==> src/rtl/fp_pipe_pkg.sv <==
/*
 * Shared widths and types for the four-stage vector FP pipeline.
 * IEEE single only. Denormals are flushed to zero and every NaN result is
 * emitted as one canonical quiet NaN.
 */
package fp_pipe_pkg;
	// Vector shape and thread index
	localparam int VECTOR_LANES = 4;
	localparam int THREAD_BITS = 2;

	// IEEE single field layout
	localparam int FLOAT_BITS = 32;
	localparam int EXP_BITS = 8;
	localparam int FRAC_BITS = 23;
	localparam int EXP_BIAS = 127;
	localparam int SIG_BITS = 24;

	// Signed exponent with room for overflow and underflow
	localparam int WIDE_EXP_BITS = EXP_BITS + 2;

	// Significand with guard, round and sticky appended
	localparam int EXT_SIG_BITS = SIG_BITS + 3;
	localparam int LZC_BITS = $clog2(EXT_SIG_BITS + 1);

	// Shifts of MAX_ALIGN_SHIFT or more leave only sticky
	localparam int ALIGN_SHIFT_BITS = 6;
	localparam int MAX_ALIGN_SHIFT = EXT_SIG_BITS;

	// Quiet NaN, positive, fraction MSB set
	localparam logic [FLOAT_BITS-1:0] CANONICAL_NAN = 32'h7fc0_0000;

	typedef enum logic [1:0]
	{
		OP_FADD,
		OP_FSUB,
		OP_FMUL
	} fp_op_t;

	// Pipeline named by a writeback rollback
	typedef enum logic
	{
		PIPE_SCALAR,
		PIPE_MEM
	} pipeline_sel_t;
endpackage

==> src/rtl/fp_round_pack_stage.sv <==
/*
 * Stage 4. Round to nearest even, then pack. Overflow gives a signed infinity,
 * underflow a signed zero. An exact zero from FADD or FSUB is always +0.
 */
`timescale 1ns/1ps

module fp_round_pack_stage import fp_pipe_pkg::*;
(
	input  logic clk,
	input  logic reset,
	input  logic s3_valid,
	input  fp_op_t s3_op,
	input  logic [THREAD_BITS-1:0] s3_thread,
	input  logic [VECTOR_LANES-1:0] s3_mask,
	input  logic [VECTOR_LANES-1:0] s3_sign,
	input  logic [VECTOR_LANES-1:0][WIDE_EXP_BITS-1:0] s3_exponent,
	input  logic [VECTOR_LANES-1:0][SIG_BITS-1:0] s3_significand,
	input  logic [VECTOR_LANES-1:0] s3_guard,
	input  logic [VECTOR_LANES-1:0] s3_round_bit,
	input  logic [VECTOR_LANES-1:0] s3_sticky,
	input  logic [VECTOR_LANES-1:0] s3_result_is_inf,
	input  logic [VECTOR_LANES-1:0] s3_result_is_nan,
	output logic result_valid,
	output logic [THREAD_BITS-1:0] result_thread,
	output logic [VECTOR_LANES-1:0] result_mask,
	output logic [VECTOR_LANES-1:0][FLOAT_BITS-1:0] result_value
);
	for (genvar lane = 0; lane < VECTOR_LANES; lane++)
	begin : lane_logic
		logic round_up;
		logic [SIG_BITS:0] rounded;
		logic [SIG_BITS-1:0] significand;
		logic [WIDE_EXP_BITS-1:0] exponent;
		logic sign;

		// Guard decides, round/sticky/LSB break the tie
		assign round_up = s3_guard[lane]
			& (s3_round_bit[lane] | s3_sticky[lane] | s3_significand[lane][0]);
		assign rounded = {1'b0, s3_significand[lane]} + round_up;

		// Mantissa carry renormalizes and bumps the exponent
		assign significand = rounded[SIG_BITS] ? rounded[SIG_BITS:1]
			: rounded[SIG_BITS-1:0];
		assign exponent = s3_exponent[lane] + rounded[SIG_BITS];

		// No hidden bit means an exact zero
		assign sign = (s3_significand[lane][SIG_BITS-1] || s3_op == OP_FMUL)
			? s3_sign[lane] : 1'b0;

		always_ff @(posedge clk)
		begin
			if (s3_result_is_nan[lane])
				result_value[lane] <= CANONICAL_NAN;
			else if (s3_result_is_inf[lane] || $signed(exponent) >= (2 ** EXP_BITS) - 1)
				result_value[lane] <= {sign, {EXP_BITS{1'b1}}, {FRAC_BITS{1'b0}}};
			else if ($signed(exponent) <= 0)
				result_value[lane] <= {sign, {(EXP_BITS + FRAC_BITS){1'b0}}};
			else
				result_value[lane] <= {sign, exponent[EXP_BITS-1:0],
					significand[FRAC_BITS-1:0]};
		end
	end

	always_ff @(posedge clk, posedge reset)
	begin
		if (reset)
		begin
			result_valid <= 1'b0;
			result_thread <= '0;
			result_mask <= '0;
		end
		else
		begin
			result_valid <= s3_valid;
			result_thread <= s3_thread;
			result_mask <= s3_mask;
		end
	end
endmodule

==> config.mk <==
export PLATFORM = sky130hd
export DESIGN_NAME = fp_round_pack_stage
export DESIGN_NICKNAME = d
export VERILOG_FILES = /design/src/rtl/fp_pipe_pkg.sv /design/src/rtl/fp_round_pack_stage.sv
export SDC_FILE = /design/constraint.sdc
export NUM_CORES = 1
export LEC_CHECK = 0
export ABC_CLOCK_PERIOD_IN_PS = 800
export BUFFER_PORTS_ARGS = -buffer_cell sky130_fd_sc_hd__buf_2
export CORE_MARGIN = 1.5
export CORE_UTILIZATION = 25
export CTS_BUF_LIST = sky130_fd_sc_hd__clkbuf_8
export DETAILED_ROUTE_END_ITERATION = 12
export GPL_TIMING_DRIVEN = 0
export PLACE_DENSITY = 0.56
export SYNTH_ARGS = -nofsm -noshare
export SYNTH_HDL_FRONTEND = slang
export SYNTH_SLANG_ARGS = --single-unit
==> constraint.sdc <==
create_clock -name clk -period 0.8 [get_ports clk]
set_input_delay 0.08 -clock clk [delete_from_list [all_inputs] [get_ports clk]]
set_output_delay 0.08 -clock clk [all_outputs]
set_load 0.1 [all_outputs]
==> results.json <==
{
  "dieWidth_um": 167,
  "ys.flop_type": "dfxtp_1",
  "total_leakage_power_nw": 5.92,
  "start_util_pct": 25.3,
  "relSlewSlack_pct": 57.7,
  "syn_area_mm2": 0.00676,
  "maxCapViolCount": 0,
  "postSynthNetCount": 967,
  "drc": 0,
  "net-switching-power_mw": 6.22,
  "grt_pass1_wl_um": 43900,
  "hold_viol": 5,
  "cpPeakStageDelay_ps": 550,
  "crit_arrival_ps": 3050,
  "io_buffers": 292,
  "holdPathStages": 4,
  "combPwrFrac_pct": 26.9,
  "hold_buffers": 104,
  "h-tree-depth": 4,
  "critPathKind": "input port to register",
  "failed_checks": "hold timing, setup timing",
  "clkPwrFrac_pct": 36.1,
  "synth_area_per_cell_um2": 8.62,
  "place_area_mm2": 0.00945,
  "ant_nets": 0,
  "cts_buffer_depth": 2,
  "grt_pass1_vias": 8279,
  "wire_per_inst_um": 17.7,
  "powerDensity_mw_per_mm2": 1310,
  "num_vias": 8051,
  "fin_crit_sh_pct": 336,
  "fin_util_pct": 55.1,
  "wl_um": 29300,
  "rsz0062_at_grt": "yes",
  "areaGrowthSynthToFinish_pct": 118,
  "synthCells": 784,
  "layout-drive-gt1-share_pct": 59.5,
  "worst-path-max-fanout": 5,
  "yosysMostFrequentCell": "dfxtp_1",
  "swShare_pct": 32.2,
  "maxSlewViolCount": 0,
  "fin_nets": 1485,
  "seqPwrFrac_pct": 36.9,
  "ys_types": 60,
  "synth_top_cells_by_count": "128 x dfxtp_1, 68 x nor2_1, 59 x nand2_1",
  "cp-start-kind": "input port",
  "antenna_found_initial": 2,
  "cts_buffers": 17,
  "worst_pin_slew_ps": 634,
  "fmaxAchievable_mhz": 372,
  "cts_sinks": 135,
  "outcome": "complete, but fails checks",
  "ios": 306,
  "path_cells": "buf_6, and2_4, ha_4, and4_4, nand4_1, nor3_4, buf_6, ha_4, and3_4, nor3_2, or3_1, a41o_1, or4_4, buf_12, a21oi_4",
  "cts_tree": "yes",
  "worst_slack_ps": -1890,
  "hpwl_um": 18700,
  "ys_top_cells_by_area": "dfxtp_1 38%, xnor2_1 7.5%, xor2_1 6.7%",
  "path_delay_family": "simple AND/OR/NAND/NOR gates",
  "gp_congestion": 0.927,
  "fillers": 2155,
  "holdCritPathClass": "input port to register",
  "firstDrtPassIters": 5,
  "slowest_stage": "or4_4",
  "internal-power_mw": 13.1,
  "finalSetupViolations": 259,
  "cts_root_buf": "clkbuf_8",
  "grtUsageTotal_pct": 20.0,
  "fp.dieH_um": 167,
  "cp_num_cells": 15,
  "synth_seq_cells": 135,
  "vias_per_cell": 4.86,
  "row_count": 60,
  "synth_top_area_share_pct": 37.9,
  "critPathBufInv": 3,
  "synth-edff-count": 0,
  "cp-end-kind": "register",
  "die_area_mm2": 0.0280,
  "min_period_ps": 2690,
  "overflow": 0,
  "synth-seq-area-share_pct": 40.5,
  "yosysTopAreaCell": "dfxtp_1",
  "fin_area_mm2": 0.0147,
  "grt_max_degree": 17,
  "fp.coreArea_mm2": 0.0267,
  "async_reset_ff_share_pct": 5.19,
  "required_ps": 1160,
  "initialDrtViolationCount": 400,
  "path_clk_slew_ps": 90,
  "holdWs_ps": -19.5,
  "ir_drop_uv": 708,
  "ys_warn_count": 0
}
## power groups by stage
stage / clock, mW / sequential (mW) / combinational [mW]
5_1_grt: 7.52 / 7.16 / 5.43
3_5_place_dp: 0 / 7.17 / 3.61
2_1_floorplan: 0 / 8.68 / 0.989
4_1_cts: 7.21 / 7.14 / 4.98
3_3_place_gp: 0 / 7.17 / 3.60
6_report: 6.98 / 7.14 / 5.20
## layer usage
layer  part of all wire, %  wire (um)  global-route usage [%]
met4                   2.9        852                    7.21
met3                   7.6       2210                    6.26
met5                 0.031          9                       0
met2                    52      15200                    36.9
met1                    38      11000                    21.3
## registers in the layout, summed over array words and instances, names as in the netlist
name	count
result_mask	4
result_thread	2
result_valid	1
result_value	128
## kinds of logic after synthesis
group,synth area share [%]
compound gates,11.7
xor+xnor,14.2
fa+ha+maj,2.22
buf+inv,3.55
flops,40.5
mux,0.888
simple gates,26.9
## area by class of cell
class                           instances  area, um^2  share of cell area [%]
Timing Repair Buffer                  505        5570                    37.8
Tap cell                              341         427                    2.90
Inverter                               25        98.8                   0.671
Clock buffer                           20         275                    1.87
Buffer                                 22         194                    1.32
Multi-Input combinational cell        596        5050                    34.3
Clock inverter                         12         199                    1.35
Sequential cell                       135        2910                    19.8
Antenna cell                            1        2.50                  0.0170
## worst paths after layout
kind,from,to,slack [ps]
max,s3_significand[72],result_value[114]$_SDFF_PP0_,-1890
min,s3_result_is_inf[2],result_value[88]$_SDFF_PP1_,-20
min in group asynchronous,reset,result_mask[0]$_DFF_PP0_,190
max in group asynchronous,reset,result_thread[0]$_DFF_PP0_,250
## per-stage QoR
step	setup TNS, ps	power, mW	setup WS, ps	instances	hold WS (ps)
floorplan	-235260	9.67	-2250	784	-117
global placement	-302670	10.8	-2890	1417	114
detailed placement	-303960	10.8	-2850	1417	116
CTS	-234960	19.3	-1970	1627	-69.6
global route	-247090	20.1	-1890	1657	-36.7
finish	-232210	19.3	-1890	1657	-19.5
## what timing repair did
| item | CTS | global route |
|---|---|---|
| hold endpoints to repair | 118 | 13 |
| pin swaps | 63 | 45 |
| endpoints found under the setup margin | 263 | 260 |
| buffers inserted | 70 | 36 |
| cloned | 7 | 0 |
| resized for setup | 676 | 75 |
## placed cells by master (no fill, tap or decap), drive strengths merged, types with 4 or more instances in the layout
master and count:
clkbuf 26, dlygate4sd3 104, a211oi 4, nor3 52, bufinv 5, mux2i 6
nand3 55, nor2 68, a21o 5, buf 417, xor2 52, o21ai 32
o211ai 7, a31oi 9, nor2b 6, dfxtp 128, dfrtp 7, ha 12
a21oi 36, inv 28, xnor2 58, nor3b 6, o31ai 5, nand2 60
nand4 23, and3 35, and4 8, and2 9
No activity file was read; power rests on OpenSTA's default activity.
