[src/rtl/fp_pipe_pkg.sv]
/*
 * Shared widths and types for the four-stage vector FP pipeline.
 * IEEE single only. Denormals are flushed to zero and every NaN result is
 * emitted as one canonical quiet NaN.
 */
package fp_pipe_pkg;
	// Vector shape and thread index
	localparam int VECTOR_LANES = 4;
	localparam int THREAD_BITS = 2;

	// IEEE single field layout
	localparam int FLOAT_BITS = 32;
	localparam int EXP_BITS = 8;
	localparam int FRAC_BITS = 23;
	localparam int EXP_BIAS = 127;
	localparam int SIG_BITS = 24;

	// Signed exponent with room for overflow and underflow
	localparam int WIDE_EXP_BITS = EXP_BITS + 2;

	// Significand with guard, round and sticky appended
	localparam int EXT_SIG_BITS = SIG_BITS + 3;
	localparam int LZC_BITS = $clog2(EXT_SIG_BITS + 1);

	// Shifts of MAX_ALIGN_SHIFT or more leave only sticky
	localparam int ALIGN_SHIFT_BITS = 6;
	localparam int MAX_ALIGN_SHIFT = EXT_SIG_BITS;

	// Quiet NaN, positive, fraction MSB set
	localparam logic [FLOAT_BITS-1:0] CANONICAL_NAN = 32'h7fc0_0000;

	typedef enum logic [1:0]
	{
		OP_FADD,
		OP_FSUB,
		OP_FMUL
	} fp_op_t;

	// Pipeline named by a writeback rollback
	typedef enum logic
	{
		PIPE_SCALAR,
		PIPE_MEM
	} pipeline_sel_t;
endpackage

[src/rtl/fp_unpack_compare_stage.sv]
/*
 * Stage 1. Unpacks both operands, orders them by magnitude and flags special results.
 * Denormal inputs are treated as zero. Squashes the issuing instruction when a
 * rollback for its thread targets this pipeline.
 */
`timescale 1ns/1ps

module fp_unpack_compare_stage import fp_pipe_pkg::*;
(
	input  logic clk,
	input  logic reset,
	input  logic issue_valid,
	input  fp_op_t issue_op,
	input  logic [THREAD_BITS-1:0] issue_thread,
	input  logic [VECTOR_LANES-1:0] issue_mask,
	input  logic [VECTOR_LANES-1:0][FLOAT_BITS-1:0] issue_operand_a,
	input  logic [VECTOR_LANES-1:0][FLOAT_BITS-1:0] issue_operand_b,
	input  logic rollback_en,
	input  logic [THREAD_BITS-1:0] rollback_thread,
	input  pipeline_sel_t rollback_pipeline,
	output logic s1_valid,
	output fp_op_t s1_op,
	output logic [THREAD_BITS-1:0] s1_thread,
	output logic [VECTOR_LANES-1:0] s1_mask,
	output logic [VECTOR_LANES-1:0][SIG_BITS-1:0] s1_significand_le,
	output logic [VECTOR_LANES-1:0][SIG_BITS-1:0] s1_significand_se,
	output logic [VECTOR_LANES-1:0] s1_logical_subtract,
	output logic [VECTOR_LANES-1:0][ALIGN_SHIFT_BITS-1:0] s1_align_shift,
	output logic [VECTOR_LANES-1:0][EXP_BITS-1:0] s1_add_exponent,
	output logic [VECTOR_LANES-1:0] s1_add_sign,
	output logic [VECTOR_LANES-1:0][WIDE_EXP_BITS-1:0] s1_mul_exponent,
	output logic [VECTOR_LANES-1:0] s1_mul_sign,
	output logic [VECTOR_LANES-1:0][SIG_BITS-1:0] s1_multiplicand,
	output logic [VECTOR_LANES-1:0][SIG_BITS-1:0] s1_multiplier,
	output logic [VECTOR_LANES-1:0] s1_result_is_inf,
	output logic [VECTOR_LANES-1:0] s1_result_is_nan
);
	logic squash;

	// Rollback only counts when it names this pipeline
	assign squash = rollback_en && rollback_pipeline == PIPE_MEM
		&& rollback_thread == issue_thread;

	for (genvar lane = 0; lane < VECTOR_LANES; lane++)
	begin : lane_logic
		logic [EXP_BITS-1:0] exp_a, exp_b;
		logic [FRAC_BITS-1:0] frac_a, frac_b;
		logic sign_a, sign_b;
		logic zero_a, zero_b, inf_a, inf_b, nan_a, nan_b;
		logic [SIG_BITS-1:0] sig_a, sig_b;
		logic a_larger;
		logic [EXP_BITS-1:0] exp_diff;
		logic add_nan, mul_nan, result_nan;

		assign {sign_a, exp_a, frac_a} = issue_operand_a[lane];
		assign {exp_b, frac_b} = issue_operand_b[lane][FLOAT_BITS-2:0];

		// Subtraction is addition with b negated
		assign sign_b = issue_operand_b[lane][FLOAT_BITS-1] ^ (issue_op == OP_FSUB);

		// Zero exponent covers denormals, which flush to zero
		assign zero_a = exp_a == '0;
		assign zero_b = exp_b == '0;
		assign inf_a = exp_a == '1 && frac_a == '0;
		assign inf_b = exp_b == '1 && frac_b == '0;
		assign nan_a = exp_a == '1 && frac_a != '0;
		assign nan_b = exp_b == '1 && frac_b != '0;

		// Hidden bit restored on normal values only
		assign sig_a = zero_a ? '0 : {1'b1, frac_a};
		assign sig_b = zero_b ? '0 : {1'b1, frac_b};

		// Ties keep a first
		assign a_larger = {exp_a, sig_a} >= {exp_b, sig_b};
		assign exp_diff = a_larger ? exp_a - exp_b : exp_b - exp_a;

		// inf - inf and 0 * inf have no defined value
		assign add_nan = nan_a | nan_b | (inf_a & inf_b & (sign_a ^ sign_b));
		assign mul_nan = nan_a | nan_b | (inf_a & zero_b) | (zero_a & inf_b);
		assign result_nan = issue_op == OP_FMUL ? mul_nan : add_nan;

		always_ff @(posedge clk)
		begin
			s1_significand_le[lane] <= a_larger ? sig_a : sig_b;
			s1_significand_se[lane] <= a_larger ? sig_b : sig_a;
			s1_logical_subtract[lane] <= sign_a ^ sign_b;
			s1_add_exponent[lane] <= a_larger ? exp_a : exp_b;
			s1_add_sign[lane] <= a_larger ? sign_a : sign_b;
			// Anything past the sticky window shifts the same
			if (exp_diff > EXP_BITS'(MAX_ALIGN_SHIFT))
				s1_align_shift[lane] <= ALIGN_SHIFT_BITS'(MAX_ALIGN_SHIFT);
			else
				s1_align_shift[lane] <= exp_diff[ALIGN_SHIFT_BITS-1:0];

			// Biased product exponent, may go negative
			s1_mul_exponent[lane] <= {2'b00, exp_a} + {2'b00, exp_b}
				- WIDE_EXP_BITS'(EXP_BIAS);
			s1_mul_sign[lane] <= sign_a ^ issue_operand_b[lane][FLOAT_BITS-1];
			s1_multiplicand[lane] <= sig_a;
			s1_multiplier[lane] <= sig_b;

			s1_result_is_nan[lane] <= result_nan;
			s1_result_is_inf[lane] <= (inf_a | inf_b) & ~result_nan;
		end
	end

	always_ff @(posedge clk, posedge reset)
	begin
		if (reset)
		begin
			s1_valid <= 1'b0;
			s1_op <= OP_FADD;
			s1_thread <= '0;
			s1_mask <= '0;
		end
		else
		begin
			s1_valid <= issue_valid && !squash;
			s1_op <= issue_op;
			s1_thread <= issue_thread;
			s1_mask <= issue_mask;
		end
	end
endmodule

[config.mk]
export PLATFORM = sky130hd
export DESIGN_NAME = fp_unpack_compare_stage
export DESIGN_NICKNAME = d
export VERILOG_FILES = /design/src/rtl/fp_pipe_pkg.sv /design/src/rtl/fp_unpack_compare_stage.sv
export SDC_FILE = /design/constraint.sdc
export NUM_CORES = 1
export LEC_CHECK = 0
export ABC_CLOCK_PERIOD_IN_PS = 800
export BUFFER_PORTS_ARGS = -buffer_cell sky130_fd_sc_hd__buf_2
export CAP_MARGIN = 15
export CORE_AREA = 2 2 300 302
export CTS_CLUSTER_SIZE = 24
export DETAILED_ROUTE_END_ITERATION = 8
export DIE_AREA = 0 0 302 304
export GPL_TIMING_DRIVEN = 0
export SLEW_MARGIN = 5
export SYNTH_ARGS = -nofsm -noshare
export SYNTH_HDL_FRONTEND = slang
export SYNTH_SLANG_ARGS = --single-unit
[constraint.sdc]
create_clock -name clk -period 0.8 [get_ports clk]
set_clock_uncertainty 0.15 [all_clocks]
set_input_delay 0.08 -clock clk [delete_from_list [all_inputs] [get_ports clk]]
set_output_delay 0.08 -clock clk [all_outputs]
set_load 0.01 [all_outputs]
==> reports/metrics.cfg <==
[synth]
yosys_most_used_dff=dfxtp_1
synth.distinct_cells=66
synth_area_leaders=dfxtp_1 (46%), ha_1 (12%), nand2_1 (7.4%)
yosysMostFrequentCell=dfxtp_1
synth_top_area_share_pct=46.2
synth_cells=2412
ys_ff_latch=509
synth_warnings=0
avgSynthCellArea_um2=8.98
synth_area_leader_cell=dfxtp_1
synth_common_cells=dfxtp_1 (500), nand2_1 (426), inv_1 (303), o21ai_0 (228), ha_1 (216)
synth_area_um2=21600
synth_edf_count=0
synth-seq-area-share_pct=47.3
async_flop_share_pct=1.77

[worst_setup_path]
crit_chain=buf_2 -> nor4_4 -> nand2_4 -> buf_8 -> nand2_4 -> ha_4 -> nand2b_4 -> a2111o_1 -> a21oi_2 -> o211ai_2 -> a31oi_4 -> or4b_4 -> a221oi_4 -> and2_1
critPathKind=in2reg
crit_top_cell=nand2_4
cp.arrival_ps=3340
critical_path.max_fanout=5
setup.worst_path.start_class=primary input
cp-end-kind=flip-flop
setup.worst_path.start=issue_operand_a[94]
slowest_delay_ps=530
cp.required_ps=1220
crit_slowest_cell=or4b_4
endpoint=s1_align_shift[14]

[routing]
wl_per_cell_um=20.7
antenna_left=0
routed_wl_um=95200
top_layer_used=met5
routed-wl-met2_um=44500
dr.pass1.iters=9
drtIter0Drc=1519
drc=0
vias_per_cell=4.60
wl_met1_um=40100
vias=21200
dr_wl_met3_um=6650

[placement]
port_buffers=779
gp_congestion=0.995
dpl_worst_slack_ps=-3570
hpwl_um=75400

[clock_network]
clockBufferDepth=3
cts_buffers=56
htree_num_levels=2
path_clk_slew_ps=60
cts_tree=yes
cts-root-buf=clkbuf_16
cts_sinks=509

[power_and_ir_drop]
vdd_drop_max_mv=2.03
leakagePower_nw=16.4
power_density_nw_per_um2=2220

[floorplanning]
die-area_um2=91800
core_area_um2=89000
io_pins=780
die_w_um=302
start_util_pct=24.3
rows=110
die_h_um=304

[status]
failed_checks=negative hold slack, negative setup slack
status=finished, violations left

[global_routing]
grt_first_pass_wirelength_um=136000
antenna_found_initial=11
gr-usage-all-layers_pct=19.8
grt_pass1_vias=21000
grt-ovfl-total=0
grt_start_max_net_pins=16

[cells_and_area]
fillers=8933
fin_nets=3863
utilization_pct=38.0
layout-drive-gt1-share_pct=42.8
syn_to_final_growth_pct=56.3

[sta]
timing_worst_slew_pin_value_ps=1230
finalCriticalPeriod_ps=2920
setup_viol=870
slew_headroom_pct=17.7
slew_violations=0
final-hold-violation-count=476
hold_ws_ps=-445
finalCritPeriodShare_pct=365
rsz0062_at_grt=yes
setup_slack_ps=-2120
fmax_ghz=0.343

[flow_run]
maxCapViolCount=0

[worst_hold_path]
min_path_cells=3
hold_class=in2reg

[cell type report]
type                       count  area [um2]  share of cell area, %
antenna                        8        20.0                 0.0592
buffer                        77        1120                   3.30
clock buffer                  73        1590                   4.69
clock inverter                32         459                   1.36
inverter                     304        1280                   3.77
multi-input combinational   1525       12500                   36.9
sequential                   509       10200                   30.2
tap                         1176        1470                   4.35
timing repair buffer         891        5200                   15.4
[flip-flops by register name, summed over array words and instances (netlist names)]
name and count:
s1_mul_exponent 40, s1_thread 2, s1_significand_le 96, s1_add_sign 4, s1_valid 1, s1_add_exponent 32
s1_multiplicand 96, s1_align_shift 24, s1_result_is_inf 4, s1_logical_subtract 4, s1_mul_sign 4, s1_significand_se 96
s1_mask 4, s1_multiplier 96, s1_result_is_nan 4, s1_op 2
[metrics by stage]
stage / instance area (um2) / total power, mW / TNS (ps) / std cells
final: 33800 / 75.2 / -756440 / 4595
after global routing: 33800 / 78.4 / -812530 / 4594
after detailed placement: 29100 / 45.4 / -922700 / 4372
after global placement: 29000 / 45.3 / -927730 / 4370
after CTS: 33200 / 75.2 / -769880 / 4574
after floorplan: 23700 / 38.0 / -555540 / 2415
[per-layer routing]
metal / track usage (%) / vias up
li1: - / 9962
met1: 24.9 / 10100
met2: 32.8 / 877
met3: 4.06 / 197
met4: 8.50 / 8
met5: 0 / -
[worst max-delay path, delay by kind of cell]
family	cells	cell delay (ps)
AND/OR/NAND/NOR	6	1400
AO/OA/AOI/OAI	5	1350
buffers and inverters	2	310
adder cells (fa/ha/maj)	1	200
[worst min-delay path by stage]
stage	from	to
final	issue_operand_b[92]	s1_add_exponent[21]
after global routing	issue_operand_b[92]	s1_add_exponent[21]
after CTS	issue_operand_b[92]	s1_add_exponent[21]
after detailed placement	reset	s1_mask[0]
after global placement	reset	s1_mask[0]
after floorplan	reset	s1_mask[0]
[timing repair]
action,in CTS,in global routing
gates resized for setup,305,127
pin swaps,82,19
hold buffers,32,3
setup endpoints to repair,899,881
endpoints found under the hold margin,507,476
gates cloned,7,1
buffers inserted,58,10
[layout by cell type (no fill, tap or decap), types with 55 or more instances in the layout]
cell / count
nor2_1: 72
buf_4: 58
ha_1: 153
dfxtp_1: 500
clkbuf_16: 77
nand2_1: 316
buf_2: 764
o21ai_1: 157
inv_1: 229
a21oi_1: 61
o21ai_0: 55
nand2_4: 63
ha_4: 62
[cells by family after synthesis]
kind of cell / Yosys count / share of synthesized area, %
AOI/OAI and AO/OA: 460 / 12.5
adders and majority gates: 228 / 13.6
DFF: 509 / 47.3
xor gates and xnor gates: 67 / 2.71
muxes: 41 / 2.09
buffers and inverters: 382 / 6.76
other: 1 / 0.0173
and+or+nand+nor: 724 / 15.1
[power breakdown]
group / switching, mW / internal, mW / leakage (nW)
registers: 0.723 / 28.0 / 4.31
clock network: 11.3 / 17.0 / 1.00
logic: 10.7 / 7.47 / 11.1
total: 22.7 / 52.5 / 16.4
No activity file was read; power rests on OpenSTA's default activity.
